==> src/rtl/autotest_pkg.sv <==
//********************
// shared block layout, limits and types for the SD autotest controller
//********************
package autotest_pkg;

  // SD block geometry
  localparam int unsigned BYTE_W      = 8;
  localparam int unsigned BLOCK_BYTES = 512;
  localparam int unsigned BYTE_IDX_W  = 9;

  localparam logic [31:0] SIGNATURE   = 32'hAABBCCDD;
  localparam logic [31:0] START_BLOCK = 32'h00100000;

  // field offsets inside a test block
  // signature is msb first, all other fields lsb first
  localparam int unsigned OFS_SIG     = 0;
  localparam int unsigned OFS_IN1     = 4;
  localparam int unsigned OFS_IN2     = 8;
  localparam int unsigned OFS_EXP     = 12;
  localparam int unsigned OFS_OUT     = 16;
  localparam int unsigned OFS_TIME    = 20;
  localparam int unsigned FIELD_BYTES = 4;

  // run length after which the UUT counts as hung
  localparam int unsigned TIMEOUT_CYCLES = 300;

  typedef logic [BYTE_W-1:0]     byte_t;
  typedef logic [BYTE_IDX_W-1:0] byte_idx_t;
  typedef logic [31:0]           block_addr_t;
  typedef logic [31:0]           operand_t;
  typedef logic [31:0]           result_t;
  typedef logic [31:0]           cycles_t;

  typedef enum logic [1:0] {
    OP_RESET,
    OP_READ,
    OP_WRITE
  } sd_op_e;

  typedef enum logic [3:0] {
    S_INIT,
    S_SD_RESET,
    S_IDLE,
    S_READ,
    S_CHECK,
    S_RUN,
    S_WRITE,
    S_NEXT,
    S_HALT
  } seq_state_e;

endpackage

==> src/rtl/sd_xfer_if.sv <==
//********************
// block operation requests and byte traffic between sequencer, engine, buffer
//********************
`timescale 1ns/10ps

interface sd_xfer_if;
  import autotest_pkg::*;

  logic      op_start;
  sd_op_e    op;
  logic      op_done;
  byte_idx_t byte_idx;
  logic      rd_valid;
  byte_t     rd_byte;
  // combinational on byte_idx
  byte_t     wr_byte;

  modport seq (output op_start, output op, input op_done);

  modport engine (input op_start, input op, input wr_byte,
                  output op_done, output byte_idx, output rd_valid, output rd_byte);

  modport buffer (input byte_idx, input rd_valid, input rd_byte, output wr_byte);

endinterface

==> src/rtl/block_buffer.sv <==
//********************
// block store with field decode on read and patched bytes on write-back
//********************
`timescale 1ns/10ps

module block_buffer (
  input  logic                    clk,
  input  logic                    rst,
  sd_xfer_if.buffer               xfer,
  output autotest_pkg::operand_t  in1_o,
  output autotest_pkg::operand_t  in2_o,
  output autotest_pkg::result_t   expected_o,
  output logic                    sig_ok_o,
  input  autotest_pkg::result_t   result_i,
  input  autotest_pkg::cycles_t   exec_cycles_i
);
  import autotest_pkg::*;

  byte_t       mem [BLOCK_BYTES];
  logic [31:0] sig_q;

  function automatic logic in_field(byte_idx_t idx, int unsigned ofs);
    return (idx >= ofs) && (idx < ofs + FIELD_BYTES);
  endfunction

  function automatic logic [1:0] lane(byte_idx_t idx, int unsigned ofs);
    return 2'(idx - ofs);
  endfunction

  assign sig_ok_o = (sig_q == SIGNATURE);

  // signature arrives msb first
  always_ff @(posedge clk) begin
    if (rst) begin
      sig_q <= '0;
    end else if (xfer.rd_valid && in_field(xfer.byte_idx, OFS_SIG)) begin
      sig_q[(FIELD_BYTES - 1 - lane(xfer.byte_idx, OFS_SIG)) * BYTE_W +: BYTE_W] <= xfer.rd_byte;
    end
  end

  always_ff @(posedge clk) begin
    if (xfer.rd_valid) begin
      mem[xfer.byte_idx] <= xfer.rd_byte;
      if (in_field(xfer.byte_idx, OFS_IN1)) begin
        in1_o[lane(xfer.byte_idx, OFS_IN1) * BYTE_W +: BYTE_W] <= xfer.rd_byte;
      end
      if (in_field(xfer.byte_idx, OFS_IN2)) begin
        in2_o[lane(xfer.byte_idx, OFS_IN2) * BYTE_W +: BYTE_W] <= xfer.rd_byte;
      end
      if (in_field(xfer.byte_idx, OFS_EXP)) begin
        expected_o[lane(xfer.byte_idx, OFS_EXP) * BYTE_W +: BYTE_W] <= xfer.rd_byte;
      end
    end
  end

  // write-back source, result and time patched in lsb first
  always_comb begin
    if (in_field(xfer.byte_idx, OFS_OUT)) begin
      xfer.wr_byte = result_i[lane(xfer.byte_idx, OFS_OUT) * BYTE_W +: BYTE_W];
    end else if (in_field(xfer.byte_idx, OFS_TIME)) begin
      xfer.wr_byte = exec_cycles_i[lane(xfer.byte_idx, OFS_TIME) * BYTE_W +: BYTE_W];
    end else begin
      xfer.wr_byte = mem[xfer.byte_idx];
    end
  end

endmodule

==> src/flat_wrapper.sv <==
// flat-port wrapper written by rule: the top's interface ports become plain ports
module block_buffer_flat import autotest_pkg::*;
  (clk, rst, in1_o, in2_o, expected_o, sig_ok_o, result_i, exec_cycles_i, xfer_byte_idx, xfer_rd_valid, xfer_rd_byte, xfer_wr_byte);
  sd_xfer_if xfer_i ();
  input  logic clk;
  input  logic rst;
  output autotest_pkg::operand_t in1_o;
  output autotest_pkg::operand_t in2_o;
  output autotest_pkg::result_t expected_o;
  output logic sig_ok_o;
  input  autotest_pkg::result_t result_i;
  input  autotest_pkg::cycles_t exec_cycles_i;
  input wire logic [$bits(xfer_i.byte_idx)-1:0] xfer_byte_idx;
  input wire logic [$bits(xfer_i.rd_valid)-1:0] xfer_rd_valid;
  input wire logic [$bits(xfer_i.rd_byte)-1:0] xfer_rd_byte;
  output wire logic [$bits(xfer_i.wr_byte)-1:0] xfer_wr_byte;
  assign xfer_i.byte_idx = xfer_byte_idx;
  assign xfer_i.rd_valid = xfer_rd_valid;
  assign xfer_i.rd_byte = xfer_rd_byte;
  assign xfer_wr_byte = xfer_i.wr_byte;
  block_buffer u_core (.clk(clk), .rst(rst), .xfer(xfer_i), .in1_o(in1_o), .in2_o(in2_o), .expected_o(expected_o), .sig_ok_o(sig_ok_o), .result_i(result_i), .exec_cycles_i(exec_cycles_i));
endmodule
==> config.mk <==
export PLATFORM = sky130hd
export DESIGN_NAME = block_buffer_flat
export DESIGN_NICKNAME = d
export VERILOG_FILES = /design/src/rtl/autotest_pkg.sv /design/src/rtl/sd_xfer_if.sv /design/src/rtl/block_buffer.sv /design/src/flat_wrapper.sv
export SDC_FILE = /design/constraint.sdc
export NUM_CORES = 2
export LEC_CHECK = 0
export ABC_CLOCK_PERIOD_IN_PS = 12500
export BUFFER_PORTS_ARGS = -buffer_cell sky130_fd_sc_hd__buf_4
export CELL_PAD_IN_SITES_DETAIL_PLACEMENT = 0
export CELL_PAD_IN_SITES_GLOBAL_PLACEMENT = 1
export CORE_MARGIN = 2
export CORE_UTILIZATION = 42
export DETAILED_ROUTE_END_ITERATION = 6
export PLACE_DENSITY_LB_ADDON = 0.1
export SYNTH_ARGS = -nofsm -noshare
export SYNTH_HDL_FRONTEND = slang
export SYNTH_SLANG_ARGS = --single-unit
==> constraint.sdc <==
create_clock -name clk -period 12.5 [get_ports clk]
set_clock_uncertainty 0.2 [all_clocks]
set_input_delay 2.5 -clock clk [delete_from_list [all_inputs] [get_ports clk]]
set_output_delay 2.5 -clock clk [all_outputs]
set_load 0.05 [all_outputs]
==> reports/results.ini <==
[power]
peakVddDrop_v = 0.000126
leakage_nw = 57.8
power_density_mw_per_mm2 = 163
power_mw = 30.2

[final_layout]
drive_gt1_share_pct = 24.1
final_util_pct = 47.9
nNetsFinal = 8411
syn2layout_area_growth_pct = 13.8

[logic_synthesis]
syn_avg_cell_area_um2 = 20.7
synthArstFlopShare_pct = 0
synth_seq_cells = 4208
synthMuxAreaShare_pct = 15.3
synth-compound-area-share_pct = 2.77
synth_top_area_cell = edfxtp_1
synthXorXnorAreaFrac_pct = 0
synth_top_family_by_area = multiplexers
synth_top_area_share_pct = 76.7
yosysWarnings = 0
synth_edf_count = 4176
yosys.area_share.adder_pct = 0.0536
yosys-top-cells-area = edfxtp_1, mux4_2, mux2i_1
synth_cell_type_count = 73
syn-num-nets = 7999
ys.flop_type = edfxtp_1
synth-simple-area-share_pct = 3.19
synth_cells = 7908
syn-cell-area_mm2 = 0.163
ys_seq_area_share_pct = 77.1

[sta]
hold_violations = 0
finalCritPeriodShare_pct = 84.6
setup_viol = 0
tns_ns = 0
fmax_mhz = 94.5
setup_slack_ns = 1.92
rsz0062_at_grt = false
whs_ns = 0.252
finalMaxSlewViolations = 0
layout_min_cycle_time_ns = 10.58
maxSlewHeadroom_pct = 3.25
worst_slew_pin_slew_ns = 1.45

[clock_tree]
cts_tree = built
cts_made_buffers = 449
cts_resized = 0
post_cts_buffers = 0
cts_root_buf = clkbuf_16
clock-sinks = 4208
htree_levels = 5
ctsHoldBuffers = 0
clk_pin_slew_ns = 0.06
clockBufferDepth = 4
worst_skew_pair.late_latency_ns = 1.00

[route]
drc = 0
dr_total_vias = 86900
wl_um = 577000
wl_per_cell_um = 41.5
drt_iter0_markers = 13100
dr.pass1.iters = 6
vias_per_cell = 6.25
ant_nets = 0

[global_route]
grt-ovfl-total = 0
grt_pass1_wl_um = 770000
grt_use_met1_pct = 40.2
use_met2_pct = 43.1
grt_pass1_vias = 84500
antenna_found_initial = 30
grt_usage_pct = 29.1
grt_max_degree = 187
met3_usage_pct = 6.99
grt_most_used_layer = met2

[floorplanning]
pin_count = 189
core_area_mm2 = 0.388
initial_core_util_pct = 42.1
fp.dieW_um = 628
dieArea_mm2 = 0.394
rows = 229
die_h_um = 628

[worst_setup_path]
reg2regPathDepth = 2
worst-setup-path-type = in -> out
critPathCaptureType = output pin
crit_path_start_kind = input port
critical_path.startpoint = xfer_byte_idx[0]
critPathArrivalTime_ns = 7.88
crit_required_ns = 9.80
r2r_slack_ns = 11.63
worstPathMaxFanout = 69
r2r_end = u_core.sig_q[28]
r2r_start = u_core.sig_q[28]

[placement]
gp_congestion = 1.01
port_buffers = 188
pre_cts_ws_ns = 2.27
hpwlAfterDp_um = 372000

[worst_hold_path]
hp-start = u_core.sig_q[7]
hold_depth = 2
hold_class = reg -> reg
worst_hold_path.endpoint = u_core.sig_q[7]

[run]
maxCapViolations = 0

[status]
status = complete, no violations

[kinds of logic after synthesis]
kind of cell | Yosys count
and+or+nand+nor | 1193
AOI/OAI and AO/OA | 654
DFF | 4208
buffers and inverters | 500
muxes | 1346
adders and majority gates | 7
[report_power, final]
part | switching (mW) | internal, mW | total [mW]
Combinational | 1.25 | 0.476 | 1.73
Sequential | 0.00357 | 15.5 | 15.5
Clock | 5.61 | 7.37 | 13.0
Total | 6.87 | 23.4 | 30.2
[cell usage after synthesis, types with 14 or more instances]
master       n
buf_4       51
o211ai_1    17
nor2_1     633
dfxtp_1     32
nor3_1      32
a31oi_1     53
o21ai_0     62
nand4_1     32
and3_1      14
mux4_2     921
buf_6       25
clkbuf_1   209
o22ai_1     64
nand2b_1    16
a21oi_1     98
mux2_2      30
a22oi_1    212
nor4_1      23
edfxtp_1  4176
and2_1      38
nand3_1    108
nor2b_1     18
a211oi_1    28
buf_1       26
buf_2      177
nand2_1    231
a221oi_1    24
mux2i_1    394
[layout make-up]
cell class,count,area (um^2)
Antenna cell,8,20.0
Clock buffer,559,11800
Clock inverter,274,2380
Fill cell,32000,202000
Inverter,10,50.0
Multi-Input combinational cell,3200,35300
Sequential cell,4208,126000
Tap cell,5197,6500
Timing Repair Buffer,451,3960
[per-layer routing]
metal / share of wire [%] / wire length [um] / vias to the layer above
met5: 0.011 / 64 / -
met4: 5.9 / 34300 / 8
met3: 9.4 / 54200 / 1133
met2: 44 / 256000 / 4660
met1: 40 / 233000 / 47300
li1: - / - / 33700
[layout by cell type (no fill, tap or decap), types with 29 or more instances in the layout]
cell type / count
clkbuf_16: 454
o22ai_1: 64
mux4_2: 921
o21ai_0: 60
mux2i_1: 391
a21oi_1: 97
nand2_1: 229
a31oi_1: 53
mux2_2: 30
clkbuf_1: 102
nand3_1: 92
and2_1: 37
nor2_1: 620
nor3_1: 29
clkinv_2: 93
clkinv_1: 114
buf_4: 401
edfxtp_1: 4176
dfxtp_1: 32
buf_12: 36
a22oi_1: 212
bufinv_16: 34
nand4_1: 32
[worst max-delay path, stage by stage]
cell and delay (ns):
buf_16 0.20, buf_12 0.37, nor2b_4 0.64, buf_4 0.55
a22oi_1 0.23, nand4_1 0.54, nand3_1 0.39, nor4_1 0.82
o211ai_1 0.29, nor4_1 0.32, a31oi_1 0.42, buf_4 0.36
[state kept, by name, indices dropped and copies added, names as in the netlist]
name / flops
u_core.sig_q: 32
u_core.in2_o: 32
u_core.mem: 4080
u_core.expected_o: 32
u_core.in1_o: 32
[per-stage QoR]
step                      cell area (um^2)  cells
after floorplan                     163000   7908
after global placement              172000  13100
after detailed placement            172000  13100
after CTS                           186000  13900
after global routing                186000  13900
final                               186000  13900
[worst max path at each step]
stage	slack, ns	cells after the start	endpoint
after CTS	2.24	11	xfer_wr_byte[3]
after floorplan	4.46	13	xfer_wr_byte[2]
final	1.92	12	xfer_wr_byte[6]
after global placement	1.83	11	xfer_wr_byte[7]
after global routing	1.97	11	xfer_wr_byte[3]
after detailed placement	2.27	11	xfer_wr_byte[3]
Power figures use the tool's default switching activity.
