[src/rtl/autotest_pkg.sv]
//********************
// shared block layout, limits and types for the SD autotest controller
//********************
package autotest_pkg;

  // SD block geometry
  localparam int unsigned BYTE_W      = 8;
  localparam int unsigned BLOCK_BYTES = 512;
  localparam int unsigned BYTE_IDX_W  = 9;

  localparam logic [31:0] SIGNATURE   = 32'hAABBCCDD;
  localparam logic [31:0] START_BLOCK = 32'h00100000;

  // field offsets inside a test block
  // signature is msb first, all other fields lsb first
  localparam int unsigned OFS_SIG     = 0;
  localparam int unsigned OFS_IN1     = 4;
  localparam int unsigned OFS_IN2     = 8;
  localparam int unsigned OFS_EXP     = 12;
  localparam int unsigned OFS_OUT     = 16;
  localparam int unsigned OFS_TIME    = 20;
  localparam int unsigned FIELD_BYTES = 4;

  // run length after which the UUT counts as hung
  localparam int unsigned TIMEOUT_CYCLES = 300;

  typedef logic [BYTE_W-1:0]     byte_t;
  typedef logic [BYTE_IDX_W-1:0] byte_idx_t;
  typedef logic [31:0]           block_addr_t;
  typedef logic [31:0]           operand_t;
  typedef logic [31:0]           result_t;
  typedef logic [31:0]           cycles_t;

  typedef enum logic [1:0] {
    OP_RESET,
    OP_READ,
    OP_WRITE
  } sd_op_e;

  typedef enum logic [3:0] {
    S_INIT,
    S_SD_RESET,
    S_IDLE,
    S_READ,
    S_CHECK,
    S_RUN,
    S_WRITE,
    S_NEXT,
    S_HALT
  } seq_state_e;

endpackage

[src/rtl/uut_runner.sv]
//********************
// releases the UUT, times its run with timeout and checks the result
//********************
`timescale 1ns/10ps

module uut_runner (
  input  logic                   clk,
  input  logic                   rst,
  input  logic                   run_start_i,
  output logic                   run_done_o,
  output logic                   uut_rst_o,
  input  logic                   uut_end_i,
  input  autotest_pkg::result_t  result_i,
  input  autotest_pkg::result_t  expected_i,
  output autotest_pkg::result_t  result_o,
  output autotest_pkg::cycles_t  exec_cycles_o,
  output autotest_pkg::cycles_t  error_count_o
);
  import autotest_pkg::*;

  logic cmp_pending;
  logic run_end;

  // ends on uut_end_i or when this edge would reach the cap
  assign run_end    = !uut_rst_o && (uut_end_i || exec_cycles_o == cycles_t'(TIMEOUT_CYCLES));
  assign run_done_o = cmp_pending;

  always_ff @(posedge clk) begin
    if (rst) begin
      uut_rst_o     <= 1'b1;
      cmp_pending   <= 1'b0;
      error_count_o <= '0;
    end else begin
      cmp_pending <= run_end;
      if (run_start_i) begin
        uut_rst_o <= 1'b0;
      end else if (run_end) begin
        uut_rst_o <= 1'b1;
      end
      if (cmp_pending && (result_o != expected_i)) begin
        error_count_o <= error_count_o + 1'b1;
      end
    end
  end

  always_ff @(posedge clk) begin
    if (run_start_i) begin
      exec_cycles_o <= '0;
    end else if (!uut_rst_o) begin
      if (!uut_end_i) exec_cycles_o <= exec_cycles_o + 1'b1;
      if (run_end) result_o <= result_i;
    end
  end

endmodule

[config.mk]
export PLATFORM = sky130hd
export DESIGN_NAME = uut_runner
export DESIGN_NICKNAME = d
export VERILOG_FILES = /design/src/rtl/autotest_pkg.sv /design/src/rtl/uut_runner.sv
export SDC_FILE = /design/constraint.sdc
export NUM_CORES = 1
export LEC_CHECK = 0
export ABC_CLOCK_PERIOD_IN_PS = 4000
export CORE_ASPECT_RATIO = 1.5
export CORE_UTILIZATION = 35
export DETAILED_ROUTE_END_ITERATION = 10
export DONT_BUFFER_PORTS = 1
export PLACE_DENSITY = 0.48
export REMOVE_ABC_BUFFERS = 1
export SLEW_MARGIN = 0
export SYNTH_ARGS = -nofsm -noshare
export SYNTH_HDL_FRONTEND = slang
export SYNTH_SLANG_ARGS = --single-unit
export TNS_END_PERCENT = 20
[constraint.sdc]
create_clock -name clk -period 4 [get_ports clk]
set_input_delay 0.4 -clock clk [delete_from_list [all_inputs] [get_ports clk]]
set_output_delay 0.4 -clock clk [all_outputs]
set_load 0.005 [all_outputs]
==> reports/results.md, run 1 <==
- **register bit count reported by yosys** 98
- **largest family of logic cells by synthesized area** simple AND/OR/NAND/NOR gates
- **number of antenna diodes** 0
- **maximum fanout encountered on the critical timing path** 58
- **cell-internal power** 1.53 mW
- **Worst-Skew Late Latency** 340 ps
- **CTS resizes** 0
- **TritonCTS clock tree** done
- **remaining routing DRC violations** 0
- **reg-to-reg startpoint** result_o[31]
- **count of routing violations after the opening detailed-route iteration** 132
- **cell family contributing the most delay on the critical path** simple AND/OR/NAND/NOR gates
- **Setup TNS Final** 0 ps
- **sequential fraction of design power** 0.534
- **Post-Syn Area per Cell** 9.97 um^2
- **fraction of layout cells with a size suffix above 1** 0.0725
- **cell type of the slowest stage on the worst timing path** buf_4
- **type of the tightest min-delay check** in -> reg
- **count of TritonRoute iterations in the first routing pass** 6
- **worst reg2reg setup slack** 1580 ps
- **count of buffers added by post-CTS timing repair for setup** 0
- **capturing point of the worst reg2reg path** error_count_o[8]
- **count of vias placed by the detailed router** 3420
- **WP buf/inv** 1
- **initial antenna violation count** 0
- **power density normalized to cell area** 397 nW/um^2
- **share of synthesized flip-flops with an asynchronous set or reset** 0
- **data arrival time at the worst-slack endpoint** 2660 ps
- **overall die area** 13300 um^2
- **time the final worst path needs with I/O delays and setup** 2420 ps
- **register area share after synthesis** 0.508
- **kind of start point of the critical path** flop
- **wire length of the first global-routing pass** 17500 um
- **distinct cell type count after synthesis** 45
- **post-route clock skew** 8.57 ps
- **run status** finished, final reports clean
- **Clock Tree Root** clkbuf_16
- **NetSw** 0.439 mW
- **Post-CTS Hold Buffers** 0
- **clock-pin slew of the registers on the worst-case setup and hold paths** 70 ps
- **predominant post-synthesis flop cell** dfxtp_1
- **Initial Util** 0.359
- **maximum VDD drop** 0.000178 V
- **routed wire length per instance** 18.5 um
- **worst-case headroom to the max-slew limit** 0.654
- **logic depth of the worst setup path including buffers** 7
- **Yosys Warn Count** 0
- **xor/xnor share of the synthesized area** 0.117
- **switching power as a share of total power** 0.223
- **routed vias/inst** 5.60
- **number of buffers added by the clock tree synthesis step** 9
- **GRT Resource Usage Total** 0.172
- **number of global-route vias before repair** 3322
- **EDFF count, synth** 32
- **cells along the critical path** xor2_1 -> nor4_1 -> nand4_1 -> o21ai_4 -> buf_4 -> o311ai_0 -> o41ai_1
- **Horiz. Die Dim** 94.5 um
- **area of the mapped netlist** 4490 um^2
- **total count of hold-check failures in the final report** 0
- **final wirelength** 11300 um
- **max-slew violation count** 0
- **crit path capture type** flop
- **Port Buffer Count** 0
- **slew at the pin closest to its max-slew limit** 519 ps
- **clock network fraction of design power** 0.447
- **antenna violation net count after detailed routing** 0
- **layout overhead on the synthesized area** 10.1%
- **required time reported for the critical path endpoint** 4240 ps
- **Worst Reg-to-Reg Cells** 7
- **max-capacitance violation count** 0
- **H-tree level count** 3
- **combinational share of power** 0.019
- **capturing instance or port of the critical path** error_count_o[8]
- **Compound-Gate Fraction of Synth Area** 0.101
- **number of standard cells after synthesis** 451
- **GRT Residual Overflow** 0
- **number of clock sinks seen by CTS** 98
- **number of primary I/O pins** 166
- **number of placement rows** 50
- **kind of critical path** reg -> reg
- **delay of the slowest critical-path stage** 450 ps
- **layout net count** 521
- **RD Place Congestion** 0.801
- **total placed instance area** 4640 um^2
- **share of synthesized cell area in full adder, half adder and majority cells** 0.00835
- **unrepaired setup endpoints after global routing** no
- **multiplexer fraction of the synthesized cell area** 0.00223
- **Die Height** 141 um
- **post-synthesis share of cell area spent on and, or, nand and nor gates** 0.234
- **leakage component of the power** 1.56 nW
- **final design instance area without fill** 4950 um^2
- **detailed-placement wirelength estimate** 8390 um
- **number of endpoints failing setup at the final stage** 0
- **first element of the critical path** result_o[31]
- **Max clock buf depth** 2
- **portion of the clock cycle consumed by the worst path in the final layout** 0.604
- **Floorplan Core Area** 12500 um^2
- **timing-limited maximum frequency** 0.414 GHz
- **pin count of the biggest net entering global routing** 59
## sequential cells by signal, indices dropped and copies added (netlist names)
signal,count
result_o,32
error_count_o,32
uut_rst_o,1
run_done_o,1
exec_cycles_o,32
## per-layer routing
metal	track usage	up-vias	routed length [um]
met5	0	-	0
met4	0.0622	0	209
met3	0.0696	13	990
met2	0.305	109	6010
met1	0.179	1641	4100
li1	-	1657	-
## area by class of cell
class	count	area, um^2
multi-input combinational	324	2090
inverter	15	56.3
clock buffer	10	250
tap	156	195
clock inverter	6	53.8
fill	1281	7570
timing repair buffer	2	15.0
sequential	98	2280
## synthesized netlist by cell type (2+ instances only)
library cell | number | area share
o21a_1 | 4 | 0.0067
dfxtp_1 | 66 | 0.29
clkbuf_1 | 7 | 0.0058
xnor2_1 | 13 | 0.025
and4_1 | 2 | 0.0039
a21oi_1 | 29 | 0.032
nand4_1 | 16 | 0.022
nor2_1 | 42 | 0.035
o31a_1 | 2 | 0.0039
or3_1 | 12 | 0.017
ha_1 | 3 | 0.0084
or4_1 | 17 | 0.028
or2_2 | 3 | 0.0042
edfxtp_1 | 32 | 0.21
o31ai_1 | 16 | 0.027
nor3_1 | 10 | 0.011
o41ai_1 | 2 | 0.0039
and3_1 | 8 | 0.011
nand2_1 | 34 | 0.028
buf_4 | 4 | 0.0067
o21ai_0 | 14 | 0.016
nor4b_1 | 2 | 0.0039
o2111ai_1 | 2 | 0.0039
o311ai_0 | 2 | 0.0039
xor2_1 | 47 | 0.092
inv_1 | 15 | 0.013
nand3_1 | 11 | 0.012
nand4_2 | 3 | 0.0084
nor4_1 | 17 | 0.024
## placed cells by master, fill, tap and decap left out, types with 4 or more instances in the layout
| master | instances |
|---|---|
| dfxtp_1 | 66 |
| xor2_1 | 47 |
| nor2_1 | 41 |
| nand2_1 | 34 |
| edfxtp_1 | 32 |
| a21oi_1 | 29 |
| nor4_1 | 17 |
| or4_1 | 17 |
| nand4_1 | 16 |
| o31ai_1 | 16 |
| inv_1 | 15 |
| o21ai_0 | 14 |
| xnor2_1 | 13 |
| or3_1 | 12 |
| nand3_1 | 11 |
| nor3_1 | 10 |
| clkbuf_16 | 10 |
| and3_1 | 8 |
| o21a_1 | 4 |
## cell families after synthesis
| family | Yosys count |
|---|---|
| adders and majority gates | 3 |
| AOI/OAI and AO/OA | 74 |
| buffers and inverters | 29 |
| xor gates and xnor gates | 60 |
| muxes | 1 |
| DFF | 98 |
| and+or+nand+nor | 186 |
## worst min-delay path by stage
stage                        end  cells after the start               from  slack, ps
2_1_floorplan  error_count_o[31]                      2  error_count_o[31]        460
3_3_place_gp   exec_cycles_o[11]                      1        run_start_i        470
3_5_place_dp   exec_cycles_o[11]                      1        run_start_i        480
4_1_cts        exec_cycles_o[11]                      1        run_start_i        100
5_1_grt        exec_cycles_o[14]                      1        run_start_i        100
6_report       exec_cycles_o[13]                      1        run_start_i        120
## power groups by stage
stage	registers, mW	logic [mW]	clock network (mW)
2_1_floorplan	1.07	0.0305	0
3_3_place_gp	1.07	0.0383	0
3_5_place_dp	1.07	0.0392	0
4_1_cts	1.05	0.0393	0.917
5_1_grt	1.05	0.0447	0.952
6_report	1.05	0.0383	0.878
## per-stage QoR
step	hold WS (ps)	util	power, mW	cells	worst slack, ps
floorplan	462	-	1.10	437	709
global placement	473	0.371	1.11	595	1580
detailed placement	475	0.371	1.11	595	1550
CTS	102	0.395	2.00	611	1510
global route	96.5	0.395	2.05	611	1330
finish	118	0.395	1.97	611	1580
(Power assumes the default switching activity.)
==> inputs of run 2 (changes only) <==
Settings changed: ABC_CLOCK_PERIOD_IN_PS 4000 to 2300.
Clock period 4 ns to 2.3 ns, I/O delays scaled along.
==> reports/results.md, run 2 (synthesized netlist as in run 1, its figures left out) <==
- **antenna violation net count after detailed routing** 0, unchanged
- **number of antenna diodes** 0, unchanged
- **number of global-route vias before repair** 3735, +12%
- **count of TritonRoute iterations in the first routing pass** 4, -2
- **total count of hold-check failures in the final report** 0, unchanged
- **crit path capture type** flop
- **reg-to-reg startpoint** result_o[31]
- **required time reported for the critical path endpoint** 2480 ps, -1760 ps
- **time the final worst path needs with I/O delays and setup** 2110 ps, -303 ps
- **final design instance area without fill** 5480 um^2, +11%
- **post-route clock skew** 7.59 ps, -0.981 ps
- **Initial Util** 0.359, unchanged
- **wire length of the first global-routing pass** 18600 um, +6.7%
- **clock-pin slew of the registers on the worst-case setup and hold paths** 70 ps, about the same
- **max-slew violation count** 0, unchanged
- **most used cells in the layout excluding fill and tap cells** dfxtp_1, xor2_1, nor2_1, nand2_1, dlygate4sd3_1
- **number of primary I/O pins** 166, unchanged
- **count of routing violations after the opening detailed-route iteration** 114, -14%
- **source of the worst hold timing path** rst
- **Max clock buf depth** 2, unchanged
- **number of buffers added by the clock tree synthesis step** 9, unchanged
- **worst-case headroom to the max-slew limit** 0.297, -0.357
- **total placed instance area** 4810 um^2, +3.6%
- **remaining routing DRC violations** 0, unchanged
- **RD Place Congestion** 0.815, +1.8%
- **detailed-placement wirelength estimate** 8560 um, +2.1%
- **number of clock sinks seen by CTS** 98, unchanged
- **routed wire length per instance** 18.0 um, -2.7%
- **fraction of layout cells with a size suffix above 1** 0.103, +0.0300
- **kind of start point of the critical path** flop
- **overall die area** 13300 um^2, unchanged
- **final wirelength** 11900 um, +5.6%
- **power density normalized to cell area** 642 nW/um^2, +62%
- **Setup WS post-layout** 187 ps, -1400 ps
- **slew at the pin closest to its max-slew limit** 1050 ps, +531 ps
- **TritonCTS clock tree** done
- **Port Buffer Count** 0, unchanged
- **type of the tightest min-delay check** in -> reg
- **timing-limited maximum frequency** 0.473 GHz, +14%
- **registers with the most flip-flops** error_count_o: 32 flops, exec_cycles_o: 32 flops, result_o: 32 flops
- **fill cell count** 1220, -4.8%
- **run status** finished, final reports clean
- **count of vias placed by the detailed router** 3597, +5.2%
- **most common library cell in the layout ignoring fill and taps** dfxtp_1
- **initial antenna violation count** 0, unchanged
- **layout overhead on the synthesized area** 21.8%
- **maximum fanout encountered on the critical timing path** 24, -59%
- **Clock Tree Root** clkbuf_16
- **leakage component of the power** 1.82 nW, +17%
- **minimum setup slack after placement** 148 ps, -1400 ps
- **layout net count** 573, +10%
- **portion of the clock cycle consumed by the worst path in the final layout** 0.919, +0.315
- **maximum VDD drop** 0.000311 V, +74%
- **unrepaired setup endpoints after global routing** no
- **GRT Residual Overflow** 0, unchanged
- **number of endpoints failing setup at the final stage** 0, unchanged
- **max-capacitance violation count** 0, unchanged
- **routed vias/inst** 5.43, -3.1%
- **data arrival time at the worst-slack endpoint** 2300 ps, -360 ps
- **GRT Resource Usage Total** 0.182, +0.0105
- **H-tree level count** 3, unchanged
- **kind of critical path** reg -> reg
- **Horiz. Die Dim** 94.5 um, unchanged
- **Worst-Skew Late Latency** 340 ps, about the same
- **Die Height** 141 um, unchanged
- **Setup TNS Final** 0 ps, unchanged
- **pin count of the biggest net entering global routing** 35, -41%
- **first element of the critical path** result_o[31]
- **Floorplan Core Area** 12500 um^2, unchanged
- **number of placement rows** 50, unchanged
## run 2: cell types whose count changed in the layout (fill, tap and decap cells not counted), sizes merged
cell and delta:
dlygate4sd3 +33, buf +19, clkinv +3, inv -3
bufinv +1, clkinvlp -1
## run 2: layout make-up
type,instances,area (um^2),area share
timing repair buffer,54,538,0.0983
sequential,98,2280,0.417
multi-input combinational,324,2100,0.383
clock buffer,10,239,0.0436
tap,156,195,0.0356
clock inverter,6,65.1,0.0119
inverter,15,56.3,0.0103
## run 2: layer usage
metal  GRT usage  vias up  wire length (um)
li1            -     1755                 -
met1       0.177     1712              4230
met2       0.329      111              6390
met3      0.0809       19              1090
met4      0.0726        0               227
met5           0        -                 0
## run 2: critical path: stages (launching register included)
cell and delay (ps):
edfxtp_1 440, xor2_1 170, nor4_1 370, nand4_1 150
buf_4 190, o21ai_4 200, buf_12 190, mux2i_1 190
nor2_1 60
## run 2: final timing paths
kind / endpoint / slack, ps / depth (start not counted)
worst max-delay path: error_count_o[1] / 190 / 8
worst min-delay path: error_count_o[4] / 60 / 2
worst max register to register: error_count_o[1] / 190 / 8
worst min register to register: error_count_o[31] / 500 / 2
## run 2: power by group
group,total [mW],switching (mW),internal (mW)
logic,0.149,0.0686,0.0800
registers,1.82,0.0175,1.80
clock network,1.55,0.671,0.876
total,3.52,0.757,2.76
## run 2: what timing repair did
| item | CTS | global route |
|---|---|---|
| hold buffers | 34 | 0 |
| endpoints found under the setup margin | 0 | 10 |
| resized for setup | 0 | 1 |
| buffers inserted | 0 | 1 |
| endpoints found under the hold margin | 91 | 0 |
## run 2: metrics by stage
step	util	hold WS [ps]	instances	power [mW]
after CTS	0.437	43.5	662	3.57
after global routing	0.438	52.0	663	3.64
final	0.438	59.1	663	3.52
after detailed placement	0.384	304	612	1.94
after global placement	0.384	302	612	1.94
after floorplan	-	299	437	1.91
==> inputs of run 3 (changes only) <==
Settings changed: REMOVE_ABC_BUFFERS 1 to unset.
==> reports/results.md, run 3 (synthesized netlist as in run 1, its figures left out) <==
- **run status** finished, final reports clean
- **met2 wire length** 6840 um, +7.0%
- **time the final worst path needs with I/O delays and setup** 2220 ps, +107 ps
- **reg-to-reg startpoint** result_o[28]
- **maximum fanout encountered on the critical timing path** 21, -13%
- **initial antenna violation count** 0, unchanged
- **Finished Core Util** 0.445, +0.00700
- **number of global-route vias before repair** 3670, -1.7%
- **sequential fraction of design power** 0.512, -0.006
- **wire length of the first global-routing pass** 18300 um, -1.7%
- **total count of hold-check failures in the final report** 0, unchanged
- **Port Buffer Count** 0, unchanged
- **number of clock sinks seen by CTS** 98, unchanged
- **layout overhead on the synthesized area** 23.8%
- **cell-internal power** 2.78 mW, +0.62%
- **RD Place Congestion** 0.809, -0.85%
- **max-capacitance violation count** 0, unchanged
- **Met1 Wirelength** 4140 um, -2.2%
- **first element of the critical path** result_o[28]
- **pin count of the biggest net entering global routing** 44, +26%
- **switching power as a share of total power** 0.219, +0.00337
- **number of endpoints failing setup at the final stage** 0, unchanged
- **Worst-Skew Late Latency** 350 ps, about the same
- **overall die area** 13300 um^2, unchanged
- **number of buffers added by the clock tree synthesis step** 9, unchanged
- **kind of critical path** reg -> reg
- **capturing point of the worst reg2reg path** error_count_o[28]
- **final wirelength** 11900 um, -0.14%
- **leakage component of the power** 1.85 nW, +1.8%
- **TritonCTS clock tree** done
- **metal3 WL** 770 um, -29%
- **remaining routing DRC violations** 0, unchanged
- **capturing instance or port of the critical path** error_count_o[28]
- **kind of start point of the critical path** flop
- **number of placement rows** 50, unchanged
- **NetSw** 0.777 mW, +2.6%
- **Hold Worst Slack** 49.9 ps, -9.16 ps
- **clock network fraction of design power** 0.443, +0.003
- **top metal layer carrying routed signals** met4
- **type of the tightest min-delay check** in -> reg
- **GRT Residual Overflow** 0, unchanged
- **count of vias placed by the detailed router** 3626, +0.81%
- **most common library cell in the layout ignoring fill and taps** dfxtp_1
- **Floorplan Core Area** 12500 um^2, unchanged
- **number of nets produced by synthesis** 522
- **required time reported for the critical path endpoint** 2560 ps, +80 ps
- **routed wire length per instance** 18.0 um, -0.29%
- **detailed-placement wirelength estimate** 8500 um, -0.75%
- **Die Height** 141 um, unchanged
- **power density normalized to cell area** 639 nW/um^2, -0.54%
- **fill cell count** 1222, +0.16%
- **Max clock buf depth** 2, unchanged
- **worst-case headroom to the max-slew limit** 0.265, -0.0319
- **maximum VDD drop** 0.000293 V, -5.7%
- **number of primary I/O pins** 166, unchanged
- **number of antenna diodes** 0, unchanged
- **power consumption** 3.55 mW, +1.1%
- **registers with the most flip-flops** error_count_o: 32 flops, exec_cycles_o: 32 flops, result_o: 32 flops
- **Clock Tree Root** clkbuf_16
- **count of routing violations after the opening detailed-route iteration** 129, +13%
- **crit path capture type** flop
- **minimum setup slack after placement** 107 ps, -40.9 ps
- **Setup TNS Final** 0 ps, unchanged
- **Worst Reg-to-Reg Cells** 9, +1
- **max-slew violation count** 0, unchanged
- **worst reg2reg setup slack** 80 ps, -110 ps
- **GRT Resource Usage Total** 0.178, -0.00436
- **count of TritonRoute iterations in the first routing pass** 4, unchanged
- **timing-limited maximum frequency** 0.450 GHz, -4.8%
- **Initial Util** 0.359, unchanged
- **H-tree level count** 3, unchanged
- **Setup WS post-layout** 79.8 ps, -107 ps
- **clock-pin slew of the registers on the worst-case setup and hold paths** 70 ps, about the same
- **routed vias/inst** 5.46, +0.65%
- **Horiz. Die Dim** 94.5 um, unchanged
- **combinational share of power** 0.045, +0.003
- **fraction of layout cells with a size suffix above 1** 0.112, +0.00964
- **portion of the clock cycle consumed by the worst path in the final layout** 0.965, +0.0464
- **slew at the pin closest to its max-slew limit** 1100 ps, +47.7 ps
- **data arrival time at the worst-slack endpoint** 2480 ps, +180 ps
- **antenna violation net count after detailed routing** 0, unchanged
- **post-route clock skew** 9.26 ps, +1.67 ps
- **most used cells in the layout excluding fill and tap cells** dfxtp_1, xor2_1, nor2_1, nand2_1, dlygate4sd3_1
- **layout net count** 574, +0.17%
run 3: cell count changes in the layout (fill, tap and decap cells not counted), moves of 2 or more:
| cell | delta |
|---|---|
| clkbuf_16 | +2 |
| buf_4 | -3 |
| nor4_1 | -3 |
| nor4_2 | +3 |
| inv_6 | +3 |
| clkinv_4 | -2 |
run 3: cell type report:
| cell class | instances | area [um^2] | share of cell area |
|---|---|---|---|
| Sequential cell | 98 | 2280 | 0.410 |
| Clock inverter | 6 | 70.1 | 0.0126 |
| Clock buffer | 10 | 239 | 0.0430 |
| Inverter | 15 | 56.3 | 0.0101 |
| Tap cell | 156 | 195 | 0.0351 |
| Timing Repair Buffer | 55 | 597 | 0.107 |
| Multi-Input combinational cell | 324 | 2120 | 0.382 |
run 3: how the worst min path moves through the flow:
stage           startpoint                 to  slack, ps  cells after the start
3_3_place_gp           rst  error_count_o[27]        300                      1
4_1_cts                rst   error_count_o[4]         40                      2
2_1_floorplan  result_i[0]        result_o[0]        330                      0
3_5_place_dp   run_start_i  exec_cycles_o[30]        300                      1
5_1_grt                rst   error_count_o[4]         60                      2
6_report               rst   error_count_o[4]         50                      2
run 3: metrics by stage:
stage / cells / cell area (um^2)
4_1_cts: 661 / 5460
3_5_place_dp: 611 / 4800
5_1_grt: 664 / 5560
3_3_place_gp: 611 / 4800
6_report: 664 / 5560
2_1_floorplan: 451 / 4500
run 3: power groups by stage:
stage	clock, mW	sequential, mW	combinational, mW
after floorplan	0	1.86	0.0716
after global placement	0	1.86	0.0752
after detailed placement	0	1.86	0.0776
after CTS	1.62	1.82	0.145
after global routing	1.69	1.82	0.173
final	1.57	1.82	0.159
run 3: metal layers:
layer | vias up | track usage
met1 | 1768 | 0.177
met4 | 0 | 0.0734
met3 | 10 | 0.0550
li1 | 1762 | -
met2 | 86 | 0.332
met5 | - | 0
run 3: critical path, cell delays in order, from the launching register on:
cell and delay, ps:
edfxtp_1 450, xor2_1 220, nor4_2 80, nand4_1 160, buf_4 160, o21ai_4 70
buf_12 150, clkbuf_16 180, or4_1 500, a21oi_1 160
run 3: repair_timing:
item / CTS / global route
gates resized for setup: 0 / 5
setup endpoints to repair: 0 / 30
hold endpoints to repair: 91 / 0
setup buffers: 0 / 1
hold buffers: 34 / 0
