$ cat src/rtl/autotest_pkg.sv
//********************
// shared block layout, limits and types for the SD autotest controller
//********************
package autotest_pkg;

  // SD block geometry
  localparam int unsigned BYTE_W      = 8;
  localparam int unsigned BLOCK_BYTES = 512;
  localparam int unsigned BYTE_IDX_W  = 9;

  localparam logic [31:0] SIGNATURE   = 32'hAABBCCDD;
  localparam logic [31:0] START_BLOCK = 32'h00100000;

  // field offsets inside a test block
  // signature is msb first, all other fields lsb first
  localparam int unsigned OFS_SIG     = 0;
  localparam int unsigned OFS_IN1     = 4;
  localparam int unsigned OFS_IN2     = 8;
  localparam int unsigned OFS_EXP     = 12;
  localparam int unsigned OFS_OUT     = 16;
  localparam int unsigned OFS_TIME    = 20;
  localparam int unsigned FIELD_BYTES = 4;

  // run length after which the UUT counts as hung
  localparam int unsigned TIMEOUT_CYCLES = 300;

  typedef logic [BYTE_W-1:0]     byte_t;
  typedef logic [BYTE_IDX_W-1:0] byte_idx_t;
  typedef logic [31:0]           block_addr_t;
  typedef logic [31:0]           operand_t;
  typedef logic [31:0]           result_t;
  typedef logic [31:0]           cycles_t;

  typedef enum logic [1:0] {
    OP_RESET,
    OP_READ,
    OP_WRITE
  } sd_op_e;

  typedef enum logic [3:0] {
    S_INIT,
    S_SD_RESET,
    S_IDLE,
    S_READ,
    S_CHECK,
    S_RUN,
    S_WRITE,
    S_NEXT,
    S_HALT
  } seq_state_e;

endpackage

$ cat src/rtl/sd_xfer_if.sv
//********************
// block operation requests and byte traffic between sequencer, engine, buffer
//********************
`timescale 1ns/10ps

interface sd_xfer_if;
  import autotest_pkg::*;

  logic      op_start;
  sd_op_e    op;
  logic      op_done;
  byte_idx_t byte_idx;
  logic      rd_valid;
  byte_t     rd_byte;
  // combinational on byte_idx
  byte_t     wr_byte;

  modport seq (output op_start, output op, input op_done);

  modport engine (input op_start, input op, input wr_byte,
                  output op_done, output byte_idx, output rd_valid, output rd_byte);

  modport buffer (input byte_idx, input rd_valid, input rd_byte, output wr_byte);

endinterface

$ cat src/rtl/sd_block_engine.sv
//********************
// busy-line handshake with the SPI SD host for block reset, read and write
//********************
`timescale 1ns/10ps

module sd_block_engine (
  input  logic                 clk,
  input  logic                 rst,
  sd_xfer_if.engine            xfer,
  input  logic                 spi_busy_i,
  input  autotest_pkg::byte_t  spi_data_out_i,
  output logic                 spi_rst_o,
  output logic                 spi_r_block_o,
  output logic                 spi_r_byte_o,
  output logic                 spi_w_block_o,
  output logic                 spi_w_byte_o,
  output autotest_pkg::byte_t  spi_data_in_o
);
  import autotest_pkg::*;

  typedef enum logic [2:0] {E_IDLE, E_OPEN, E_LOAD, E_REQ, E_WAIT} eng_state_e;

  eng_state_e state;
  sd_op_e     op_q;
  logic       busy_seen;
  logic       in_block;
  logic       byte_done;
  logic       last_byte;

  assign in_block  = (state != E_IDLE);
  assign byte_done = (state == E_WAIT) && !spi_busy_i;
  assign last_byte = (xfer.byte_idx == byte_idx_t'(BLOCK_BYTES - 1));

  assign spi_rst_o     = (state == E_OPEN) && (op_q == OP_RESET) && !busy_seen;
  assign spi_r_block_o = in_block && (op_q == OP_READ);
  assign spi_w_block_o = in_block && (op_q == OP_WRITE);
  assign spi_r_byte_o  = (state == E_REQ) && (op_q == OP_READ);
  assign spi_w_byte_o  = (state == E_REQ) && (op_q == OP_WRITE);

  // read byte is taken at the falling edge of busy
  assign xfer.rd_valid = byte_done && (op_q == OP_READ);
  assign xfer.rd_byte  = spi_data_out_i;
  assign xfer.op_done  = (byte_done && last_byte) ||
                         ((state == E_OPEN) && (op_q == OP_RESET) && busy_seen && !spi_busy_i);

  always_ff @(posedge clk) begin
    if (rst) begin
      state         <= E_IDLE;
      op_q          <= OP_RESET;
      busy_seen     <= 1'b0;
      xfer.byte_idx <= '0;
    end else begin
      case (state)
        E_IDLE: begin
          if (xfer.op_start) begin
            op_q          <= xfer.op;
            busy_seen     <= 1'b0;
            xfer.byte_idx <= '0;
            state         <= E_OPEN;
          end
        end
        E_OPEN: begin
          if (!busy_seen) begin
            busy_seen <= spi_busy_i;
          end else if (!spi_busy_i) begin
            state <= (op_q == OP_RESET) ? E_IDLE : E_LOAD;
          end
        end
        E_LOAD: state <= E_REQ;
        E_REQ: begin
          if (spi_busy_i) state <= E_WAIT;
        end
        E_WAIT: begin
          if (!spi_busy_i) begin
            if (last_byte) begin
              state <= E_IDLE;
            end else begin
              xfer.byte_idx <= xfer.byte_idx + 1'b1;
              state         <= E_LOAD;
            end
          end
        end
        default: state <= E_IDLE;
      endcase
    end
  end

  // write data settles one cycle before the byte request
  always_ff @(posedge clk) begin
    if (state == E_LOAD) spi_data_in_o <= xfer.wr_byte;
  end

endmodule

$ cat src/flat_wrapper.sv
// flat-port wrapper written by rule: the top's interface ports become plain ports
module sd_block_engine_flat import autotest_pkg::*;
  (clk, rst, spi_busy_i, spi_data_out_i, spi_rst_o, spi_r_block_o, spi_r_byte_o, spi_w_block_o, spi_w_byte_o, spi_data_in_o, xfer_op_start, xfer_op, xfer_wr_byte, xfer_op_done, xfer_byte_idx, xfer_rd_valid, xfer_rd_byte);
  sd_xfer_if xfer_i ();
  input  logic clk;
  input  logic rst;
  input  logic spi_busy_i;
  input  autotest_pkg::byte_t spi_data_out_i;
  output logic spi_rst_o;
  output logic spi_r_block_o;
  output logic spi_r_byte_o;
  output logic spi_w_block_o;
  output logic spi_w_byte_o;
  output autotest_pkg::byte_t spi_data_in_o;
  input wire logic [$bits(xfer_i.op_start)-1:0] xfer_op_start;
  input wire logic [$bits(xfer_i.op)-1:0] xfer_op;
  input wire logic [$bits(xfer_i.wr_byte)-1:0] xfer_wr_byte;
  output wire logic [$bits(xfer_i.op_done)-1:0] xfer_op_done;
  output wire logic [$bits(xfer_i.byte_idx)-1:0] xfer_byte_idx;
  output wire logic [$bits(xfer_i.rd_valid)-1:0] xfer_rd_valid;
  output wire logic [$bits(xfer_i.rd_byte)-1:0] xfer_rd_byte;
  assign xfer_i.op_start = xfer_op_start;
  assign xfer_i.op = xfer_op;
  assign xfer_i.wr_byte = xfer_wr_byte;
  assign xfer_op_done = xfer_i.op_done;
  assign xfer_byte_idx = xfer_i.byte_idx;
  assign xfer_rd_valid = xfer_i.rd_valid;
  assign xfer_rd_byte = xfer_i.rd_byte;
  sd_block_engine u_core (.clk(clk), .rst(rst), .xfer(xfer_i), .spi_busy_i(spi_busy_i), .spi_data_out_i(spi_data_out_i), .spi_rst_o(spi_rst_o), .spi_r_block_o(spi_r_block_o), .spi_r_byte_o(spi_r_byte_o), .spi_w_block_o(spi_w_block_o), .spi_w_byte_o(spi_w_byte_o), .spi_data_in_o(spi_data_in_o));
endmodule
$ cat config.mk
export PLATFORM = sky130hd
export DESIGN_NAME = sd_block_engine_flat
export DESIGN_NICKNAME = d
export VERILOG_FILES = /design/src/rtl/autotest_pkg.sv /design/src/rtl/sd_xfer_if.sv /design/src/rtl/sd_block_engine.sv /design/src/flat_wrapper.sv
export SDC_FILE = /design/constraint.sdc
export NUM_CORES = 1
export LEC_CHECK = 0
export BUFFER_PORTS_ARGS = -buffer_cell sky130_fd_sc_hd__buf_2
export CAP_MARGIN = 40
export CORE_MARGIN = 2
export CORE_UTILIZATION = 49
export DETAILED_ROUTE_END_ITERATION = 10
export PLACE_DENSITY = 0.91
export SYNTH_ARGS = -nofsm -noshare
export SYNTH_HDL_FRONTEND = slang
export SYNTH_SLANG_ARGS = --single-unit
$ cat constraint.sdc
create_clock -name clk -period 5.8 [get_ports clk]
set_input_delay 1.16 -clock clk [delete_from_list [all_inputs] [get_ports clk]]
set_output_delay 1.16 -clock clk [all_outputs]
set_load 0.02 [all_outputs]
==> summary.txt, run 1 <==
Final layout
  • Share of cells above drive strength 1: 0.278
  • Area Growth Syn to Fin: 13.7%
  • Finished Core Util: 0.591
  • Layout Nets: 176
  • Filler Cell Count: 200
  • ANT cells: 0

Power
  • Power share of the combinational group: 0.202
  • Peak VDD IR: 0.142 mV
  • Net Sw Frac: 0.293
  • Leakage: 0.574 nW
  • Clk pwr share: 0.215
  • Internal Dissipation: 0.229 mW
  • Power Density: 245 nW/um^2
  • Reg power frac: 0.583
  • Sw Pwr: 0.0950 mW

Synthesis
  • Top-count cell post-synth: nor2_1
  • Seq/Total Area, Yosys: 0.466
  • Mapped Cells: 123
  • Post-synthesis mux area share: 0.0172
  • Commonest cells in the netlist: 16 x nor2_1, 15 x dfxtp_1, 10 x buf_4
  • Synth Flop Type: dfxtp_1
  • Yosys reg bits: 23
  • Largest family of logic cells by synthesized area: simple AND/OR/NAND/NOR gates
  • Async set or reset register ratio after synthesis: 0
  • Post-synth EDFFs: 8
  • Netlist cell types: 39
  • Ranking of synthesized cells by area: dfxtp_1 26%, edfxtp_1 21%, buf_4 6.5%
  • Mapped Nets: 147
  • Avg Inst Size Synth: 9.44 sq um
  • Synth Area in Compound Gates: 0.147
  • Post-synth top area share: 0.259
  • Post-Synth Simple-Gate Area: 0.263
  • Adder-cell area share of the yosys netlist: 0.0216
  • Post-Synth XOR/XNOR Area: 0.00754
  • Ys Warns: 0
  • Synth Cell Area: 1160 sq um
  • Largest area contributor in the netlist: dfxtp_1

Clock network
  • CTS max path bufs: 2
  • CTS Root Cell: clkbuf_4
  • Clock Sinks: 23
  • TritonCTS Buffers: 3
  • Hold buffer count at cts: 0
  • TritonCTS clock tree: built
  • H-tree depth: 1
  • Total setup buffers inserted after CTS: 0
  • Clock Latency Late Sink: 0.29 ns
  • Clock slew at reported path FFs: 0.12 ns
  • Resized Gates After CTS: 0

Run status
  • Status: finished, final reports clean

Worst setup path
  • Critical Path AT: 2.12 ns
  • CP max FO: 6
  • Crit start category: register
  • Crit Reg-Reg Startpoint: u_core.xfer.byte_idx[0]$_SDFFE_PP0P_
  • Worst setup EP type: output pin
  • Required time worst endpoint: 4.64 ns
  • Kind of critical path: register to output pin
  • Crit. Startpoint: u_core.xfer.byte_idx[0]$_SDFFE_PP0P_

STA
  • Final Setup Violations: 0
  • RSZ-0062 raised after global routing: no
  • Worst slew pin tran: 0.560 ns
  • Fmax: 0.305 GHz
  • Crit path time final: 3.28 ns
  • Max-slew violation count: 0
  • Setup tns final: 0 ns
  • Slew margin rel.: 0.623
  • Final hold vios: 0
  • Max Clock Skew: 0.00138 ns
  • Final period utilization: 0.566

Route
  • Final wirelength: 2590 um
  • Routed Antenna Nets: 0
  • Via count: 1,040
  • Per-cell routed wire length: 14.5 um
  • Initial drt markers: 27
  • DRC: 0
  • Vias per cell: 5.81
  • TritonRoute pass-1 iters: 4

Global route
  • Pin count of the biggest net entering global routing: 17
  • First-pass GRT wire length: 4240 um
  • Vias in the first global route: 983
  • Initial antenna violation count: 0
  • Total GRT Usage: 0.204
  • Grt ovf: 0

Place
  • Buffers on Ports: 37
  • DP Wirelength: 1990 um
  • Gpl congestion: 0.908

Die
  • Core area: 2230 sq um
  • Die X: 52.7 um
  • Die height: 52.7 um
  • Num rows: 17
  • Area of the die: 2780 sq um
  • Initial Util: 0.520
  • I/O Pins: 54

Worst hold path
  • Min-delay src: u_core.xfer.byte_idx[7]$_SDFFE_PP0P_
  • Hold WC Path Type: register to register

Run
  • Max Cap Violations: 0
[final cells by class]
class / instances / area, sq um / area share
Sequential cell: 23 / 541 / 0.409
Multi-Input combinational cell: 86 / 529 / 0.401
Timing Repair Buffer: 37 / 185 / 0.140
Tap cell: 28 / 35.0 / 0.0265
Clock buffer: 4 / 26.3 / 0.0199
Inverter: 1 / 3.75 / 0.00284
[metrics by stage]
step | hold WS [ns] | total power [mW] | setup WS [ns] | cells | instance area, sq um
detailed placement | 0.524 | 0.257 | 2.86 | 175 | 1290
global placement | 0.504 | 0.255 | 2.93 | 175 | 1290
CTS | 0.543 | 0.326 | 2.52 | 179 | 1320
floorplan | 0.508 | 0.247 | 2.83 | 123 | 1160
finish | 0.545 | 0.324 | 2.52 | 179 | 1320
global route | 0.564 | 0.342 | 2.35 | 179 | 1320
[cells in the final DEF (no fill, tap or decap), drive strengths merged, types with 4 or more instances in the layout]
cell | synthesis | final
dfxtp | 15 | 15
a31oi | 4 | 4
nand2b | 4 | 4
nand2 | 4 | 4
buf | 11 | 37
nor3b | 5 | 5
clkbuf | 2 | 4
nor2 | 16 | 16
edfxtp | 8 | 8
nor3 | 6 | 6
and3 | 5 | 5
a21oi | 9 | 9
[critical path, stage by stage, from the launching register on]
cell and delay (ns):
dfxtp_1 0.42, ha_1 0.22, and3_1 0.24, and3_1 0.19, and3_1 0.16, ha_1 0.20, a31oi_1 0.10, nor2_1 0.12
buf_2 0.17
[flip-flops by register name, indices dropped and copies added (netlist names)]
name	flops
u_core.xfer.byte_idx	9
u_core.state	3
u_core.op_q	2
u_core.busy_seen	1
u_core.spi_data_in_o	8
[power by group through the flow]
stage | Sequential, mW | Combinational, mW | Clock [mW]
after floorplan | 0.192 | 0.0544 | 0
after global placement | 0.192 | 0.0628 | 0
after detailed placement | 0.192 | 0.0649 | 0
after CTS | 0.189 | 0.0658 | 0.0714
after global routing | 0.191 | 0.0717 | 0.0785
final | 0.189 | 0.0654 | 0.0698
[logic make-up after synthesis]
family,count (synthesis)
AND/OR/NAND/NOR,55
AO/OA/AOI/OAI,26
flip-flops,23
buffers and inverters,14
multiplexers,2
adder cells (fa/ha/maj),2
XOR/XNOR,1
[metal layers]
layer,wire length (um),global-route usage
met3,209,0.0371
met2,1370,0.383
met4,20,0.0556
met1,989,0.232
met5,0,0
[final timing paths]
path | to | slack [ns] | depth (start not counted)
worst max-delay path | xfer_op_done | 2.52 | 8
worst max register to register | u_core.xfer.byte_idx[4]$_SDFFE_PP0P_ | 3.19 | 9
worst min-delay path | u_core.xfer.byte_idx[7]$_SDFFE_PP0P_ | 0.54 | 2
worst min register to register | u_core.xfer.byte_idx[7]$_SDFFE_PP0P_ | 0.54 | 2
Power figures use the tool's default switching activity.
==> run 2: changes to the inputs <==
--- a/config.mk
+++ b/config.mk
@@ -5,12 +5,13 @@
 export SDC_FILE = /design/constraint.sdc
 export NUM_CORES = 1
 export LEC_CHECK = 0
+export ABC_AREA = 1
 export BUFFER_PORTS_ARGS = -buffer_cell sky130_fd_sc_hd__buf_2
 export CAP_MARGIN = 40
 export CORE_MARGIN = 2
-export CORE_UTILIZATION = 49
+export CORE_UTILIZATION = 46
 export DETAILED_ROUTE_END_ITERATION = 10
-export PLACE_DENSITY = 0.91
+export PLACE_DENSITY = 0.86
 export SYNTH_ARGS = -nofsm -noshare
 export SYNTH_HDL_FRONTEND = slang
 export SYNTH_SLANG_ARGS = --single-unit
==> constraint.sdc (replaced) <==
create_clock -name clk -period 3.2 [get_ports clk]
set_input_delay 0.64 -clock clk [delete_from_list [all_inputs] [get_ports clk]]
set_output_delay 0.64 -clock clk [all_outputs]
set_load 0.02 [all_outputs]
==> run 2 against run 1 <==
Against the previous run:
- critical path depth is 1 higher
- global-route usage is 4.0 points lower
- power grew to 3.3 times the previous value
- routed wire length is 4.5% lower
- via count is 12% higher
- worst setup slack worse by 2.0 ns
- utilization is 2.4 points lower
- sequential cell count stayed put
- critical path type unchanged
- critical endpoint unchanged
- largest power group is now combinational logic
==> summary.txt, run 2 <==
Clock network
  • TritonCTS Buffers: 3
  • Clock Sinks: 23
  • Clock Latency Late Sink: 0.32 ns
  • TritonCTS clock tree: built
  • H-tree depth: 1
  • Hold buffer count at cts: 0
  • Clock slew at reported path FFs: 0.13 ns
  • CTS max path bufs: 2
  • Total setup buffers inserted after CTS: 0
  • Resized Gates After CTS: 0
  • CTS Root Cell: clkbuf_4

Synthesis
  • Synth Cell Area: 1240 sq um
  • Largest area contributor in the netlist: dfxtp_1
  • Ys Warns: 0
  • Seq/Total Area, Yosys: 0.435
  • Mapped Nets: 195
  • Yosys reg bits: 23
  • Synth Flop Type: dfxtp_1
  • Post-synth EDFFs: 8
  • Avg Inst Size Synth: 7.27 sq um
  • Netlist cell types: 23
  • Ranking of synthesized cells by area: dfxtp_1 24%, edfxtp_1 19%, nand2_1 12%
  • Top-count cell post-synth: nand2_1
  • Async set or reset register ratio after synthesis: 0
  • Post-synth top area share: 0.241
  • Commonest cells in the netlist: 39 x nand2_1, 29 x nor2_1, 21 x inv_1
  • Mapped Cells: 171

STA
  • Worst slew pin tran: 0.355 ns
  • Setup tns final: 0 ns
  • Final hold vios: 0
  • Max-slew violation count: 0
  • Final period utilization: 0.826
  • Final Setup Violations: 0
  • Hold WS: 0.485 ns
  • Crit path time final: 2.64 ns
  • RSZ-0062 raised after global routing: no
  • Max Clock Skew: 0.0125 ns
  • Slew margin rel.: 0.763
  • Worst setup margin: 0.558 ns
  • Fmax: 0.378 GHz

Global route
  • Initial antenna violation count: 0
  • Vias in the first global route: 1,083
  • Grt ovf: 0
  • First-pass GRT wire length: 4190 um
  • Total GRT Usage: 0.164
  • Pin count of the biggest net entering global routing: 14

Worst setup path
  • Crit-path cells: ha_1 -> nand2_1 -> nor2_1 -> nand3b_1 -> nor2_1 -> ha_1 -> nand3_1 -> o21ai_0 -> buf_2
  • CP max FO: 5
  • Worst path bufs/invs: 1
  • Required time worst endpoint: 2.56 ns
  • Kind of critical path: register to output pin
  • Worst path top cell family by delay: simple AND/OR/NAND/NOR gates
  • Crit start category: register
  • CP max-delay cell: dfxtp_1
  • Critical Path AT: 2.00 ns
  • Worst setup EP type: output pin
  • Crit-path max cell delay: 0.41 ns
  • R2r worst-path depth: 12
  • Crit. path cell count: 9

Die
  • Core area: 2520 sq um
  • Die X: 56.0 um
  • Num rows: 18
  • Initial Util: 0.493
  • Area of the die: 3140 sq um
  • I/O Pins: 54
  • Die height: 56.0 um

Route
  • Via count: 1,165
  • DRC: 0
  • Routed Antenna Nets: 0
  • Initial drt markers: 11
  • Per-cell routed wire length: 10.6 um
  • Final wirelength: 2470 um
  • TritonRoute pass-1 iters: 4
  • Vias per cell: 5.00

Place
  • Buffers on Ports: 37
  • DP Wirelength: 1900 um
  • Gpl congestion: 0.838
  • Post-Place Worst Slack: 0.919 ns
  • Post-DP Area: 1400 sq um
  • Placed cell count: 229

Final layout
  • Commonest non-fill, non-tap cell in the layout: nand2_1
  • Largest register FFs: 9
  • Biggest registers after layout: u_core.xfer.byte_idx x9, u_core.spi_data_in_o x8, u_core.state x3
  • Finished Core Util: 0.567
  • Share of cells above drive strength 1: 0.256
  • Most frequent cells in the layout: 39 x nand2_1, 37 x buf_2, 29 x nor2_1
  • ANT cells: 0
  • Final Instance Area: 1430 sq um
  • Finished Layout Cells: 233
  • Layout Nets: 228
  • Area Growth Syn to Fin: 15.0%
  • Biggest register: u_core.xfer.byte_idx

Power
  • Power Density: 754 nW/um^2
  • Peak VDD IR: 0.494 mV
  • Pwr Total: 1.08 mW
  • Leakage: 0.690 nW

Worst hold path
  • Hold WC Path Type: primary input to register
  • Hold Path Depth: 1

Run
  • Max Cap Violations: 0

Run status
  • Status: finished, final reports clean
[run 2: cells by family (layout without fill, tap and decap cells)]
logic type	after synthesis	count (layout)	synth area share
adder cells (fa/ha/maj)	2	2	0.0201
AND/OR/NAND/NOR	96	96	0.351
buffers and inverters	33	65	0.124
flip-flops	23	23	0.435
AO/OA/AOI/OAI	17	17	0.0704
[run 2: cell type report]
class / instances / area (sq um)
Clock buffer: 3 / 22.5
Clock inverter: 1 / 5.00
Fill cell: 250 / 1090
Inverter: 24 / 90.1
Multi-Input combinational cell: 115 / 549
Sequential cell: 23 / 541
Tap cell: 30 / 37.5
Timing Repair Buffer: 37 / 185
[run 2: per-layer routing]
layer | vias up | track usage | routed length (um)
li1 | 607 | - | -
met1 | 527 | 0.192 | 1160
met2 | 28 | 0.294 | 1180
met3 | 3 | 0.0209 | 111
met4 | 0 | 0.0748 | 25
met5 | - | 0 | 0
[run 2: where the power goes]
group | internal (mW) | switching [mW]
Clock | 0.0468 | 0.0873
Combinational | 0.165 | 0.364
Sequential | 0.367 | 0.0486
Total | 0.579 | 0.500
[run 2: path summary, 6_finish.rpt]
path / startpoint / endpoint / slack (ns)
max: u_core.xfer.byte_idx[1]$_SDFFE_PP0P_ / xfer_op_done / 0.56
min: xfer_wr_byte[6] / u_core.spi_data_in_o[6]$_DFFE_PN_ / 0.48
max reg2reg: u_core.xfer.byte_idx[1]$_SDFFE_PP0P_ / u_core.xfer.byte_idx[2]$_SDFFE_PP0P_ / 1.21
min reg2reg: u_core.xfer.byte_idx[8]$_SDFFE_PP0P_ / u_core.xfer.byte_idx[8]$_SDFFE_PP0P_ / 0.50
==> run 3: changes to the inputs <==
--- a/config.mk
+++ b/config.mk
@@ -9,9 +9,9 @@
 export BUFFER_PORTS_ARGS = -buffer_cell sky130_fd_sc_hd__buf_2
 export CAP_MARGIN = 40
 export CORE_MARGIN = 2
-export CORE_UTILIZATION = 46
+export CORE_UTILIZATION = 42
 export DETAILED_ROUTE_END_ITERATION = 10
-export PLACE_DENSITY = 0.86
+export PLACE_DENSITY = 0.83
 export SYNTH_ARGS = -nofsm -noshare
 export SYNTH_HDL_FRONTEND = slang
 export SYNTH_SLANG_ARGS = --single-unit
==> constraint.sdc (replaced) <==
create_clock -name clk -period 2.2 [get_ports clk]
set_input_delay 0.44 -clock clk [delete_from_list [all_inputs] [get_ports clk]]
set_output_delay 0.44 -clock clk [all_outputs]
set_load 0.02 [all_outputs]
==> run 3 against run 2 <==
Against the previous run:
- the run now ends with setup timing left
- routed wire length rose by 22%
- die area is 8.8% higher
- power grew 50%
- sequential cell count stayed put
- highest routed layer unchanged
- clock power increased by 45%
- register-to-register slack worse by 1.0 ns
- worst setup slack worse by 0.58 ns
- clock-buffer cell count grew 1
- sequential share of layout area fell by 3.2 points
- clock skew fell by 0.0091 ns
==> summary.txt, run 3 (synthesized netlist as in run 2, its figures left out) <==
Final layout
  • Largest register FFs: 9
  • Area Growth Syn to Fin: 26.3%
  • Finished Core Util: 0.565
  • ANT cells: 0
  • Commonest non-fill, non-tap cell in the layout: nand2_1
  • Share of cells above drive strength 1: 0.333
  • Finished Layout Cells: 247
  • Layout Nets: 241
  • Most frequent cells in the layout: 37 x nand2_1, 36 x buf_2, 28 x nor2_1
  • Biggest registers after layout: u_core.xfer.byte_idx x9, u_core.spi_data_in_o x8, u_core.state x3
  • Biggest register: u_core.xfer.byte_idx

Worst setup path
  • Crit-path cells: ha_4 -> nand2_4 -> nor2_4 -> nand3b_1 -> nor2_1 -> ha_2 -> nand3_2 -> o21ai_1 -> buf_4
  • Worst setup EP type: output pin
  • R2r worst-path depth: 11
  • Worst path top cell family by delay: simple AND/OR/NAND/NOR gates
  • Kind of critical path: register to output pin
  • R2R Setup Slk: 0.17 ns
  • CP max FO: 2
  • Worst path bufs/invs: 1
  • Crit-path max cell delay: 0.38 ns
  • Critical Path AT: 1.78 ns
  • Crit Reg-Reg Startpoint: u_core.xfer.byte_idx[0]$_SDFFE_PP0P_
  • Reg-to-Reg End: u_core.xfer.byte_idx[0]$_SDFFE_PP0P_
  • Required time worst endpoint: 1.76 ns
  • Crit. Startpoint: u_core.xfer.byte_idx[0]$_SDFFE_PP0P_
  • Crit start category: register
  • CP max-delay cell: dfxtp_2

STA
  • Final Setup Violations: 1
  • Crit path time final: 2.22 ns
  • Worst slew pin tran: 0.385 ns
  • Slew margin rel.: 0.743
  • Hold WS: 0.298 ns
  • Max-slew violation count: 0
  • Max Clock Skew: 0.00341 ns
  • Worst setup margin: -0.0247 ns
  • Final hold vios: 0
  • RSZ-0062 raised after global routing: yes
  • Final period utilization: 1.01
  • Fmax: 0.449 GHz

Route
  • DRC: 0
  • TritonRoute pass-1 iters: 5
  • Routed Antenna Nets: 0
  • Via count: 1,262
  • Final wirelength: 3010 um
  • Initial drt markers: 48
  • Per-cell routed wire length: 12.2 um
  • Vias per cell: 5.11

Worst hold path
  • Hold Path Depth: 1
  • Worst Hold Endpoint: u_core.spi_data_in_o[0]$_DFFE_PN_
  • Hold WC Path Type: primary input to register
  • Min-delay src: xfer_wr_byte[0]

Place
  • Placed cell count: 230
  • Buffers on Ports: 37
  • Post-Place Worst Slack: 0.182 ns
  • DP Wirelength: 1950 um
  • Gpl congestion: 0.849

Power
  • Net Sw Frac: 0.472
  • Reg power frac: 0.378
  • Power Density: 1030 nW/um^2
  • Pwr Total: 1.62 mW
  • Sw Pwr: 0.765 mW
  • Leakage: 0.759 nW
  • Power share of the combinational group: 0.502
  • Peak VDD IR: 0.775 mV
  • Internal Dissipation: 0.855 mW
  • Clk pwr share: 0.120

Global route
  • Grt ovf: 0
  • Vias in the first global route: 1,164
  • Pin count of the biggest net entering global routing: 13
  • Total GRT Usage: 0.183
  • First-pass GRT wire length: 4990 um
  • Initial antenna violation count: 0

Clock network
  • TritonCTS clock tree: built
  • TritonCTS Buffers: 3
  • CTS Root Cell: clkbuf_4
  • CTS max path bufs: 2
  • Clock Sinks: 23
  • Clock slew at reported path FFs: 0.12 ns
  • Clock Latency Late Sink: 0.31 ns
  • Hold buffer count at cts: 0
  • H-tree depth: 1

Run status
  • Failing checks: setup timing
  • Status: finished with violations

Die
  • Area of the die: 3410 sq um
  • Core area: 2780 sq um
  • Num rows: 19
  • Die height: 58.4 um
  • Initial Util: 0.447
  • I/O Pins: 54
  • Die X: 58.4 um

Run
  • Max Cap Violations: 0
-- run 3: cell types whose count changed in the layout (fill, tap and decap cells not counted), sizes merged --
| cell | change |
|---|---|
| clkbuf | +1 |
| clkinv | -1 |
| buf | +13 |
-- run 3: per-layer routing --
metal / global-route usage / vias up / share of wire
met1: 0.228 / 548 / 0.41
met3: 0.0264 / 11 / 0.088
li1: - / 630 / -
met4: 0.0864 / 0 / 0.027
met2: 0.311 / 73 / 0.47
met5: 0 / - / 0
-- run 3: per-stage QoR --
| stage | cell area (sq um) | TNS (ns) |
|---|---|---|
| final | 1570 | -0.0247 |
| after global routing | 1570 | -0.133 |
| after CTS | 1550 | 0 |
| after detailed placement | 1400 | 0 |
| after global placement | 1400 | 0 |
| after floorplan | 1240 | 0 |
-- run 3: power by group through the flow --
stage / clock (mW) / combinational, mW / sequential, mW
5_1_grt: 0.220 / 0.924 / 0.620
2_1_floorplan: 0 / 0.570 / 0.657
6_report: 0.194 / 0.814 / 0.612
4_1_cts: 0.201 / 0.788 / 0.605
3_3_place_gp: 0 / 0.765 / 0.613
3_5_place_dp: 0 / 0.772 / 0.615
-- run 3: final cells by class --
class | count | area, sq um
clock buffer | 4 | 26.3
fill | 240 | 1210
inverter | 24 | 90.1
multi-input combinational | 115 | 587
sequential | 23 | 543
tap | 31 | 38.8
timing repair buffer | 50 | 285
-- run 3: how the worst max path moves through the flow --
stage	end	slack, ns	cells after the start
after floorplan	xfer_op_done	0.18	8
after global placement	xfer_op_done	0.24	9
after detailed placement	xfer_op_done	0.18	9
after CTS	xfer_op_done	0.0004	9
after global routing	xfer_op_done	-0.13	9
final	xfer_op_done	-0.02	9
-- run 3: repair_timing --
| action | 4_1_cts | 5_1_grt |
|---|---|---|
| pin swaps | 3 | 4 |
| buffers inserted | 12 | 3 |
| resized for setup | 10 | 3 |
| hold endpoints to repair | 0 | 0 |
| setup endpoints to repair | 1 | 3 |
